===== config.mk =====
export PLATFORM = sky130hd
export DESIGN_NAME = fetch_top
export DESIGN_NICKNAME = d
export VERILOG_FILES = /design/src/common/mem_bus_pkg.sv /design/src/common/fetch_pkg.sv /design/src/icache/icache.sv /design/src/icache/miss_tracker.sv /design/src/logic/fetch_stage.sv /design/src/logic/inst_buffer.sv /design/src/logic/fetch_top.sv
export VERILOG_INCLUDE_DIRS = /design/src /design/src/common
export SDC_FILE = /design/constraint.sdc
export NUM_CORES = 2
export LEC_CHECK = 0
export ABC_AREA = 1
export CORE_ASPECT_RATIO = 0.7
export CORE_UTILIZATION = 60
export CTS_CLUSTER_SIZE = 20
export DETAILED_ROUTE_END_ITERATION = 6
export DONT_BUFFER_PORTS = 1
export GPL_ROUTABILITY_DRIVEN = 0
export PLACE_DENSITY = 0.75
export SYNTH_ARGS = -nofsm -noshare
export SYNTH_HDL_FRONTEND = slang
export SYNTH_SLANG_ARGS = --single-unit

===== constraint.sdc =====
create_clock -name clock -period 9.4 [get_ports clock]
set_input_delay 0 -clock clock [delete_from_list [all_inputs] [get_ports clock]]
set_output_delay 0 -clock clock [all_outputs]
set_load 0.005 [all_outputs]

===== src/common/fetch_config.svh =====
`ifndef FETCH_CONFIG_SVH
`define FETCH_CONFIG_SVH

// ########################################################################
// cache geometry
// ########################################################################

`define FETCH_NUM_LINES      32
`define FETCH_ADDR_BITS      16
`define FETCH_OFFSET_BITS    3
`define FETCH_WORD_BITS      64
`define FETCH_INDEX_BITS     $clog2(`FETCH_NUM_LINES)
`define FETCH_LINE_TAG_BITS  (`FETCH_ADDR_BITS - `FETCH_INDEX_BITS - `FETCH_OFFSET_BITS)

// ########################################################################
// memory bus and flow control
// ########################################################################

`define FETCH_MEM_TAGS       16 // tag 0 on the bus stands for no tag.
`define FETCH_BUS_TAG_BITS   $clog2(`FETCH_MEM_TAGS)
`define FETCH_IBUF_DEPTH     4
`define FETCH_DECODE_CREDITS 2

`endif


===== src/common/mem_bus_pkg.sv =====
`include "fetch_config.svh"

package mem_bus_pkg;

  // ########################################################################
  // tagged memory bus
  // ########################################################################

  typedef enum logic [1:0] {
    BUS_NONE  = 2'h0,
    BUS_LOAD  = 2'h1,
    BUS_STORE = 2'h2  // held back for a later store path.
  } bus_command_t;

  typedef struct packed {
    bus_command_t                command;
    logic [`FETCH_ADDR_BITS-1:0] addr;
  } mem_req_t;

  typedef struct packed {
    logic [`FETCH_BUS_TAG_BITS-1:0] accept_tag; // nonzero when the request is taken.
    logic [`FETCH_WORD_BITS-1:0]    data;
    logic [`FETCH_BUS_TAG_BITS-1:0] data_tag;   // names the request that data answers.
  } mem_resp_t;

  // ########################################################################
  // one outstanding load per bus tag
  // ########################################################################

  typedef struct packed {
    logic                            valid;
    logic [`FETCH_INDEX_BITS-1:0]    index;
    logic [`FETCH_LINE_TAG_BITS-1:0] line_tag;
  } miss_entry_t;

endpackage


===== src/common/fetch_pkg.sv =====
`include "fetch_config.svh"

package fetch_pkg;

  // ########################################################################
  // cache view of a fetch address
  // ########################################################################

  typedef struct packed {
    logic [`FETCH_LINE_TAG_BITS-1:0] tag;
    logic [`FETCH_INDEX_BITS-1:0]    index;
    logic [`FETCH_OFFSET_BITS-1:0]   offset;
  } icache_fields_t;

  typedef union packed {
    logic [`FETCH_ADDR_BITS-1:0] raw;
    icache_fields_t              fields;
  } icache_addr_u;

  // ########################################################################
  // cache line and fetch packet
  // ########################################################################

  typedef struct packed {
    logic                            valid;
    logic [`FETCH_LINE_TAG_BITS-1:0] tag;
    logic [`FETCH_WORD_BITS-1:0]     data;
  } icache_line_t;

  typedef struct packed {
    logic [`FETCH_ADDR_BITS-1:0] pc;
    logic [`FETCH_WORD_BITS-1:0] word; // both instructions, split later by decode.
  } fetch_packet_t;

endpackage


===== src/icache/icache.sv =====
`timescale 1ns/1ps
`include "fetch_config.svh"

module icache (
  input  logic                             clock,
  input  logic                             reset,
  input  fetch_pkg::icache_addr_u          i_fetch_addr,
  input  mem_bus_pkg::mem_resp_t           i_mem_resp,
  input  logic                             i_fill_valid,
  input  logic [`FETCH_INDEX_BITS-1:0]     i_fill_index,
  input  logic [`FETCH_LINE_TAG_BITS-1:0]  i_fill_tag,
  input  logic [`FETCH_WORD_BITS-1:0]      i_fill_data,
  output mem_bus_pkg::mem_req_t            o_mem_req,
  output logic                             o_alloc_valid,
  output logic [`FETCH_BUS_TAG_BITS-1:0]   o_alloc_tag,
  output logic [`FETCH_INDEX_BITS-1:0]     o_alloc_index,
  output logic [`FETCH_LINE_TAG_BITS-1:0]  o_alloc_line_tag,
  output logic                             o_hit,
  output logic [`FETCH_WORD_BITS-1:0]      o_data
);
  import fetch_pkg::*;
  import mem_bus_pkg::*;

  localparam logic [`FETCH_ADDR_BITS-1:0] line_step = 1 << `FETCH_OFFSET_BITS;

  icache_line_t                    lines [`FETCH_NUM_LINES];
  logic [`FETCH_NUM_LINES-1:0]     line_pending; // a load for this index is on the bus.
  logic [`FETCH_INDEX_BITS-1:0]    head;
  icache_addr_u                    tail;         // next line to request.
  icache_addr_u                    next_tail;
  icache_addr_u                    issued;
  logic [`FETCH_INDEX_BITS-1:0]    idx;
  logic [`FETCH_LINE_TAG_BITS-1:0] tag;
  logic [`FETCH_INDEX_BITS-1:0]    tail_ahead;
  logic                            tag_match;
  logic                            accepted;
  logic                            requested;
  logic                            miss;
  logic                            window_full;

  // ########################################################################
  // lookup
  // ########################################################################

  assign idx       = i_fetch_addr.fields.index;
  assign tag       = i_fetch_addr.fields.tag;
  assign tag_match = (lines[idx].tag == tag);
  assign o_hit     = lines[idx].valid && tag_match;
  assign o_data    = lines[idx].data;

  // ########################################################################
  // request issue and prefetch window
  // ########################################################################

  assign issued   = o_mem_req.addr;
  assign accepted = (o_mem_req.command == BUS_LOAD) && (i_mem_resp.accept_tag != '0);

  assign o_alloc_valid    = accepted;
  assign o_alloc_tag      = i_mem_resp.accept_tag;
  assign o_alloc_index    = issued.fields.index;
  assign o_alloc_line_tag = issued.fields.tag;

  // an invalid line that nobody has asked for counts as a miss too.
  assign requested = line_pending[idx] || (accepted && (issued.fields.index == idx));
  assign miss      = !tag_match || (!lines[idx].valid && !requested);

  always_comb begin
    next_tail = tail;
    if (miss) begin
      next_tail               = i_fetch_addr; // restart the window at the missing line.
      next_tail.fields.offset = '0;
    end else if (accepted) begin
      next_tail.raw = tail.raw + line_step;
    end
  end

  assign tail_ahead  = next_tail.fields.index + 1'b1;
  assign window_full = (tail_ahead == head); // stop one line short of wrapping.

  always_ff @(posedge clock) begin
    if (reset) begin
      head              <= '0;
      tail              <= '0;
      o_mem_req.command <= BUS_NONE;
    end else begin
      head              <= idx;
      tail              <= next_tail;
      o_mem_req.command <= window_full ? BUS_NONE : BUS_LOAD;
      o_mem_req.addr    <= next_tail.raw;
    end
  end

  // ########################################################################
  // line storage
  // ########################################################################

  always_ff @(posedge clock) begin
    if (reset) begin
      for (int i = 0; i < `FETCH_NUM_LINES; i++) begin
        lines[i].valid <= 1'b0;
      end
      line_pending <= '0;
    end else begin
      if (miss) begin
        lines[idx].valid <= 1'b0;
        lines[idx].tag   <= tag; // claim the line so the next cycle waits on it.
      end
      if (i_fill_valid) begin
        lines[i_fill_index]        <= '{valid: 1'b1, tag: i_fill_tag, data: i_fill_data};
        line_pending[i_fill_index] <= 1'b0;
      end
      if (accepted) begin
        line_pending[issued.fields.index] <= 1'b1; // a newer load wins over a fill.
      end
    end
  end

  a_fill_in_range: assert property (@(posedge clock) disable iff (reset)
    i_fill_valid |-> (i_fill_index < `FETCH_NUM_LINES))
    else $error("icache fill index %0d is outside the line array.", i_fill_index);

  a_quiet_in_reset: assert property (@(posedge clock)
    reset |=> (o_mem_req.command == BUS_NONE))
    else $error("icache issued a memory request out of reset.");

endmodule


===== src/icache/miss_tracker.sv =====
`timescale 1ns/1ps
`include "fetch_config.svh"

module miss_tracker (
  input  logic                             clock,
  input  logic                             reset,
  input  logic                             i_alloc_valid,
  input  logic [`FETCH_BUS_TAG_BITS-1:0]   i_alloc_tag,
  input  logic [`FETCH_INDEX_BITS-1:0]     i_alloc_index,
  input  logic [`FETCH_LINE_TAG_BITS-1:0]  i_alloc_line_tag,
  input  mem_bus_pkg::mem_resp_t           i_mem_resp,
  output logic                             o_fill_valid,
  output logic [`FETCH_INDEX_BITS-1:0]     o_fill_index,
  output logic [`FETCH_LINE_TAG_BITS-1:0]  o_fill_tag,
  output logic [`FETCH_WORD_BITS-1:0]      o_fill_data
);
  import mem_bus_pkg::*;

  miss_entry_t                    entries [`FETCH_MEM_TAGS];
  miss_entry_t                    returning;
  logic [`FETCH_BUS_TAG_BITS-1:0] data_tag;

  assign data_tag  = i_mem_resp.data_tag;
  assign returning = entries[data_tag];

  // the fill goes to the cache in the cycle the word arrives.
  assign o_fill_valid = (data_tag != '0) && returning.valid;
  assign o_fill_index = returning.index;
  assign o_fill_tag   = returning.line_tag;
  assign o_fill_data  = i_mem_resp.data;

  always_ff @(posedge clock) begin
    if (reset) begin
      for (int i = 0; i < `FETCH_MEM_TAGS; i++) begin
        entries[i].valid <= 1'b0;
      end
    end else begin
      if (o_fill_valid) begin
        entries[data_tag].valid <= 1'b0;
      end
      if (i_alloc_valid) begin
        // memory may hand out a tag again in the cycle its data returns.
        entries[i_alloc_tag] <= '{valid: 1'b1, index: i_alloc_index,
                                  line_tag: i_alloc_line_tag};
      end
    end
  end

  a_known_data_tag: assert property (@(posedge clock) disable iff (reset)
    (data_tag != '0) |-> returning.valid)
    else $error("data tag %0d returned with no load outstanding.", data_tag);

endmodule


===== src/logic/fetch_stage.sv =====
`timescale 1ns/1ps
`include "fetch_config.svh"

module fetch_stage (
  input  logic                         clock,
  input  logic                         reset,
  input  logic                         i_redirect,
  input  logic [`FETCH_ADDR_BITS-1:0]  i_redirect_pc,
  input  logic                         i_hit,
  input  logic [`FETCH_WORD_BITS-1:0]  i_data,
  input  logic                         i_slot_credit,
  output fetch_pkg::icache_addr_u      o_fetch_addr,
  output logic                         o_push,
  output fetch_pkg::fetch_packet_t     o_push_packet
);

  localparam int                          credit_bits = $clog2(`FETCH_IBUF_DEPTH + 1);
  localparam logic [`FETCH_ADDR_BITS-1:0] line_step   = 1 << `FETCH_OFFSET_BITS;

  logic [`FETCH_ADDR_BITS-1:0] pc;
  logic [credit_bits-1:0]      credits; // free slots in the instruction buffer.

  assign o_fetch_addr  = pc;
  assign o_push        = i_hit && (credits != '0) && !i_redirect;
  assign o_push_packet = '{pc: pc, word: i_data};

  // ########################################################################
  // program counter
  // ########################################################################

  always_ff @(posedge clock) begin
    if (reset) begin
      pc <= '0;
    end else if (i_redirect) begin
      pc <= {i_redirect_pc[`FETCH_ADDR_BITS-1:`FETCH_OFFSET_BITS],
             {`FETCH_OFFSET_BITS{1'b0}}}; // targets are word aligned.
    end else if (o_push) begin
      pc <= pc + line_step;
    end
  end

  // ########################################################################
  // slot credits
  // ########################################################################

  always_ff @(posedge clock) begin
    if (reset) begin
      credits <= credit_bits'(`FETCH_IBUF_DEPTH);
    end else begin
      case ({o_push, i_slot_credit})
        2'b10:   credits <= credits - 1'b1;
        2'b01:   credits <= credits + 1'b1;
        default: credits <= credits; // a spend and a return cancel out.
      endcase
    end
  end

  a_credit_bound: assert property (@(posedge clock) disable iff (reset)
    credits <= `FETCH_IBUF_DEPTH)
    else $error("fetch holds %0d credits for a %0d slot buffer.", credits,
                `FETCH_IBUF_DEPTH);

endmodule


===== src/logic/inst_buffer.sv =====
`timescale 1ns/1ps
`include "fetch_config.svh"

module inst_buffer (
  input  logic                      clock,
  input  logic                      reset,
  input  logic                      i_push,
  input  fetch_pkg::fetch_packet_t  i_push_packet,
  input  logic                      i_decode_credit,
  output logic                      o_slot_credit,
  output logic                      o_decode_valid,
  output fetch_pkg::fetch_packet_t  o_decode_packet
);
  import fetch_pkg::*;

  localparam int ptr_bits   = $clog2(`FETCH_IBUF_DEPTH);
  localparam int count_bits = $clog2(`FETCH_IBUF_DEPTH + 1);
  localparam int dcred_bits = $clog2(`FETCH_DECODE_CREDITS + 1);

  fetch_packet_t          slots [`FETCH_IBUF_DEPTH];
  logic [ptr_bits-1:0]    wr_ptr;
  logic [ptr_bits-1:0]    rd_ptr;
  logic [count_bits-1:0]  count;
  logic [dcred_bits-1:0]  decode_credits;
  logic                   pop;

  assign pop             = (count != '0) && (decode_credits != '0);
  assign o_decode_valid  = pop;
  assign o_decode_packet = slots[rd_ptr];
  assign o_slot_credit   = pop; // each pop frees one slot for fetch.

  always_ff @(posedge clock) begin
    if (i_push) begin
      slots[wr_ptr] <= i_push_packet;
    end
  end

  // ########################################################################
  // pointers and counters
  // ########################################################################

  always_ff @(posedge clock) begin
    if (reset) begin
      wr_ptr         <= '0;
      rd_ptr         <= '0;
      count          <= '0;
      decode_credits <= dcred_bits'(`FETCH_DECODE_CREDITS);
    end else begin
      wr_ptr <= wr_ptr + ptr_bits'(i_push); // wraps with a power of two depth.
      rd_ptr <= rd_ptr + ptr_bits'(pop);
      case ({i_push, pop})
        2'b10:   count <= count + 1'b1;
        2'b01:   count <= count - 1'b1;
        default: count <= count;
      endcase
      case ({pop, i_decode_credit})
        2'b10:   decode_credits <= decode_credits - 1'b1;
        2'b01:   decode_credits <= decode_credits + 1'b1;
        default: decode_credits <= decode_credits;
      endcase
    end
  end

  a_no_overflow: assert property (@(posedge clock) disable iff (reset)
    i_push |-> (count < `FETCH_IBUF_DEPTH))
    else $error("instruction buffer pushed while full.");

endmodule


===== src/logic/fetch_top.sv =====
`timescale 1ns/1ps
`include "fetch_config.svh"

module fetch_top (
  input  logic                         clock,
  input  logic                         reset,
  input  logic                         i_redirect,
  input  logic [`FETCH_ADDR_BITS-1:0]  i_redirect_pc,
  input  mem_bus_pkg::mem_resp_t       i_mem_resp,
  input  logic                         i_decode_credit,
  output mem_bus_pkg::mem_req_t        o_mem_req,
  output logic                         o_decode_valid,
  output fetch_pkg::fetch_packet_t     o_decode_packet
);
  import fetch_pkg::*;

  icache_addr_u                    fetch_addr;
  fetch_packet_t                   push_packet;
  logic                            hit;
  logic [`FETCH_WORD_BITS-1:0]     hit_data;
  logic                            push;
  logic                            slot_credit;
  logic                            alloc_valid;
  logic [`FETCH_BUS_TAG_BITS-1:0]  alloc_tag;
  logic [`FETCH_INDEX_BITS-1:0]    alloc_index;
  logic [`FETCH_LINE_TAG_BITS-1:0] alloc_line_tag;
  logic                            fill_valid;
  logic [`FETCH_INDEX_BITS-1:0]    fill_index;
  logic [`FETCH_LINE_TAG_BITS-1:0] fill_tag;
  logic [`FETCH_WORD_BITS-1:0]     fill_data;

  fetch_stage u_fetch_stage (
    .clock, .reset, .i_redirect, .i_redirect_pc,
    .i_hit(hit), .i_data(hit_data), .i_slot_credit(slot_credit),
    .o_fetch_addr(fetch_addr), .o_push(push), .o_push_packet(push_packet)
  );

  icache u_icache (
    .clock, .reset, .i_fetch_addr(fetch_addr), .i_mem_resp,
    .i_fill_valid(fill_valid), .i_fill_index(fill_index),
    .i_fill_tag(fill_tag), .i_fill_data(fill_data), .o_mem_req,
    .o_alloc_valid(alloc_valid), .o_alloc_tag(alloc_tag),
    .o_alloc_index(alloc_index), .o_alloc_line_tag(alloc_line_tag),
    .o_hit(hit), .o_data(hit_data)
  );

  miss_tracker u_miss_tracker (
    .clock, .reset, .i_alloc_valid(alloc_valid), .i_alloc_tag(alloc_tag),
    .i_alloc_index(alloc_index), .i_alloc_line_tag(alloc_line_tag), .i_mem_resp,
    .o_fill_valid(fill_valid), .o_fill_index(fill_index),
    .o_fill_tag(fill_tag), .o_fill_data(fill_data)
  );

  inst_buffer u_inst_buffer (
    .clock, .reset, .i_push(push), .i_push_packet(push_packet), .i_decode_credit,
    .o_slot_credit(slot_credit), .o_decode_valid, .o_decode_packet
  );

endmodule


==> flow_results.xml <==
<?xml version="1.0" encoding="UTF-8"?>
<metrics>
  <group name="outcome">
    <metric name="result_of_the_run" unit="">finished, final reports clean</metric>
  </group>
  <group name="route">
    <metric name="initial_detailed_routing_violation_count" unit="">14513</metric>
    <metric name="routed-via-count" unit="">81292</metric>
    <metric name="remaining_drc_errors" unit="">0</metric>
    <metric name="post_drt_wl_per_cell" unit="microns">27.6</metric>
    <metric name="via_cell_ratio" unit="">6.62</metric>
    <metric name="detail-route-antenna-nets" unit="">0</metric>
    <metric name="detailedRoute.firstPassIterationCount" unit="">7</metric>
    <metric name="wl" unit="mm">339</metric>
  </group>
  <group name="worst_hold_path">
    <metric name="hold_class" unit="">in -&gt; reg</metric>
  </group>
  <group name="setup_path">
    <metric name="worst-setup-path-type" unit="">reg -&gt; reg</metric>
    <metric name="required_worst_endpoint" unit="ns">9.83</metric>
    <metric name="timing.critical_path.slowest_stage_cell" unit="">buf_4</metric>
    <metric name="timing.critical_path.cells" unit="">inv_6 &gt; buf_4 &gt; nand3_1 &gt; nand3_1 &gt; nand3_1 &gt; nand2_1 &gt; nand2_1 &gt; nor2_4 &gt; nand3_1 &gt; nor2_2 &gt; nand2_1 &gt; nor2_4 &gt; buf_4</metric>
    <metric name="setup_crit_start_kind" unit="">flip-flop</metric>
    <metric name="cp_slowest_stage_delay" unit="ns">0.87</metric>
    <metric name="crit_path_leading_delay_family" unit="">simple AND/OR/NAND/NOR gates</metric>
    <metric name="biggest_fanout_along_the_worst_timing_path" unit="">65</metric>
    <metric name="endpoint_kind" unit="">flip-flop</metric>
    <metric name="critical-path-top-cell-by-count" unit="">nand3_1</metric>
    <metric name="crit_arrival" unit="ns">6.60</metric>
    <metric name="buffers_plus_inverters_on_the_worst_setup_path" unit="">3</metric>
  </group>
  <group name="synthesis">
    <metric name="ys_seq_elements" unit="">2968</metric>
    <metric name="yosysWarnings" unit="">0</metric>
    <metric name="synth.lib_cells_used.distinct" unit="">48</metric>
    <metric name="synthFlopType" unit="">edfxtp_1</metric>
    <metric name="synthesis.instances" unit="">9562</metric>
    <metric name="syn_area_per_cell" unit="sq um">12.4</metric>
    <metric name="synth_enable_flop_cells" unit="">2836</metric>
    <metric name="synth_seq_area_share" unit="%">74.0</metric>
    <metric name="synth_async_sr_flop_share" unit="%">0</metric>
    <metric name="syn_area" unit="sq um">119000</metric>
  </group>
  <group name="clocking">
    <metric name="clock_tree.buffer_depth" unit="">4</metric>
    <metric name="worstSkewPairLatency" unit="ns">0.87</metric>
    <metric name="cts_resized" unit="">0</metric>
    <metric name="clk_root_buffer_cell" unit="">clkbuf_16</metric>
    <metric name="clk_transition_reported_paths" unit="ns">0.07</metric>
    <metric name="cts-htree-levels" unit="">5</metric>
    <metric name="cts.sinks" unit="">2968</metric>
    <metric name="cts_tree" unit="">built</metric>
    <metric name="cts-buffers-inserted" unit="">276</metric>
  </group>
  <group name="timing">
    <metric name="fin_crit_sh" unit="%">65.6</metric>
    <metric name="finClkSkew" unit="ns">0.0626</metric>
    <metric name="report.final.setup_viol" unit="">0</metric>
    <metric name="fin_tns_setup" unit="ns">0</metric>
    <metric name="maxSlewHeadroom" unit="%">12.6</metric>
    <metric name="hold_violations" unit="">0</metric>
    <metric name="min_period" unit="ns">6.17</metric>
    <metric name="worst-slew-pin-transition" unit="ns">1.31</metric>
    <metric name="clock.fmax" unit="MHz">162</metric>
    <metric name="rsz0062_at_grt" unit="">false</metric>
    <metric name="final-max-slew-violation-count" unit="">0</metric>
  </group>
  <group name="power">
    <metric name="leakagePower" unit="nW">42.9</metric>
    <metric name="worst_ir_drop_vdd" unit="uV">157</metric>
    <metric name="power_density_normalized_to_cell_area" unit="nW/um^2">215</metric>
  </group>
  <group name="final_layout">
    <metric name="drive_above_1_share" unit="%">6.80</metric>
    <metric name="stdcell_area" unit="sq um">131000</metric>
    <metric name="fill_count" unit="">13422</metric>
    <metric name="syn2layout_area_growth" unit="%">10.1</metric>
    <metric name="finish.net_count" unit="">9533</metric>
  </group>
  <group name="floorplanning">
    <metric name="floorplan.io_pins" unit="">191</metric>
    <metric name="fp.dieH" unit="microns">374</metric>
    <metric name="rows" unit="">136</metric>
    <metric name="design.core.area" unit="sq um">196000</metric>
    <metric name="start_util" unit="%">60.5</metric>
    <metric name="fp.dieW" unit="microns">534</metric>
    <metric name="die-area" unit="sq um">200000</metric>
  </group>
  <group name="placed_design">
    <metric name="placement.cell_area" unit="sq um">121000</metric>
    <metric name="io_buffer_count" unit="">0</metric>
    <metric name="dp_hpwl" unit="mm">175</metric>
  </group>
  <group name="grt">
    <metric name="track_usage" unit="%">33.2</metric>
    <metric name="grt_pass1_wl" unit="mm">490</metric>
    <metric name="antenna_found_initial" unit="">20</metric>
    <metric name="grt_overflow" unit="">0</metric>
    <metric name="grt_start_max_net_pins" unit="">226</metric>
    <metric name="grt_pass1_vias" unit="">75378</metric>
  </group>
  <group name="run">
    <metric name="drv.max_cap_violation_count" unit="">0</metric>
  </group>
</metrics>
## final timing paths
path,from,endpoint,slack (ns),depth (start not counted)
min reg2reg,u_miss_tracker.entries[0][13]$_SDFFE_PP1P_,u_miss_tracker.entries[0][13]$_SDFFE_PP1P_,0.43,2
max reg2reg,flip-flop,u_inst_buffer.slots[3][6]$_DFFE_PP_,3.23,13
max,flip-flop,u_inst_buffer.slots[3][6]$_DFFE_PP_,3.23,13
min,i_redirect_pc[5],flip-flop,0.06,3
## power breakdown
part           internal [mW]  switching, mW
combinational          0.606           1.93
sequential              14.6         0.0998
clock                   6.05           4.81
## worst register-to-register path, cell delays in order (launching register included)
cell and delay [ns]:
dfxtp_4 0.57, inv_6 0.71, buf_4 0.81, nand3_1 0.51
nand3_1 0.26, nand3_1 0.09, nand2_1 0.09, nand2_1 0.09
nor2_4 0.28, nand3_1 0.17, nor2_2 0.51, nand2_1 0.30
nor2_4 0.45, buf_4 0.87
## per-stage QoR
step / setup slack [ns] / instances / hold slack (ns) / power [mW] / util, %
floorplan: 1.53 / 9578 / 0.0989 / 16.4 / -
global placement: 3.60 / 11664 / 0.0733 / 17.1 / 61.6
detailed placement: 3.59 / 11664 / 0.0771 / 17.2 / 61.6
CTS: 3.57 / 12262 / 0.000632 / 28.0 / 66.5
global route: 3.12 / 12265 / 0.0386 / 28.8 / 66.5
finish: 3.23 / 12271 / 0.0556 / 28.1 / 66.6
## state kept, by name, summed over array words and instances (netlist names), named ones only
signal                        flops
u_miss_tracker.entries          224
u_icache.line_pending            32
u_inst_buffer.count               3
u_inst_buffer.rd_ptr              2
u_inst_buffer.wr_ptr              2
u_icache.issued                  16
u_inst_buffer.slots             308
u_fetch_stage.credits             3
u_icache.tail                    16
u_icache.head                     5
u_fetch_stage.o_fetch_addr       13
u_icache.o_mem_req                1
u_inst_buffer.decode_credits      2
u_icache.lines                 2336
## synthesized netlist by cell type (12+ instances only)
library cell,number,area share [%]
a22oi_1,113,0.71
buf_4,15,0.095
nand3_1,402,1.7
edfxtp_1,2836,72
buf_2,124,0.52
nor3_1,18,0.076
a21oi_1,68,0.29
o21ai_1,13,0.055
buf_1,40,0.13
nand2_1,1080,3.4
xor2_1,17,0.13
dfxtp_1,132,2.2
o21ai_0,1677,7.1
nor2_2,30,0.16
o31ai_1,22,0.14
a31o_2,15,0.11
inv_1,151,0.48
nand4_1,12,0.063
a31oi_1,34,0.18
clkbuf_1,515,1.6
o221ai_1,90,0.66
o22ai_1,574,3.0
nor2_1,1486,4.7
## placed cells by master, fill, tap and decap left out, types with 90 or more instances in the layout
master and instances:
a22oi_1 113, nand2_1 1080, dlygate4sd3_1 105, o22ai_1 574
edfxtp_1 2836, clkbuf_16 286, dfxtp_1 125, nand3_1 402
nor2_1 1477, inv_1 145, buf_4 150, o21ai_0 1677
o221ai_1 90
## repair_timing
item | in CTS | in global routing
endpoints found under the hold margin | 3375 | 0
hold buffers | 109 | 0
setup buffers | 0 | 0
## cells by family after synthesis
group | share of synthesized area (%)
xor+xnor | 0.170
simple gates | 10.3
flops | 74.0
buf+inv | 2.94
fa+ha+maj | 0.139
mux | 0.00843
other cells | 0.00316
compound gates | 12.5
## routing by layer
layer | share of wire [%] | up-vias | global-route usage, %
met5 | 0.018 | - | 0
met4 | 3.8 | 10 | 12.2
met3 | 16 | 875 | 9.85
met2 | 43 | 6145 | 48.6
met1 | 37 | 39388 | 47.4
li1 | - | 34874 | -
## final cells by class
type | count | area [sq um] | area share (%)
Clock buffer | 350 | 7450 | 5.70
Multi-Input combinational cell | 5747 | 27800 | 21.2
Timing Repair Buffer | 272 | 2520 | 1.93
Tap cell | 2622 | 3280 | 2.51
Inverter | 164 | 666 | 0.509
Clock inverter | 139 | 1160 | 0.891
Antenna cell | 9 | 22.5 | 0.0172
Sequential cell | 2968 | 87800 | 67.2
(Power assumes the default switching activity.)
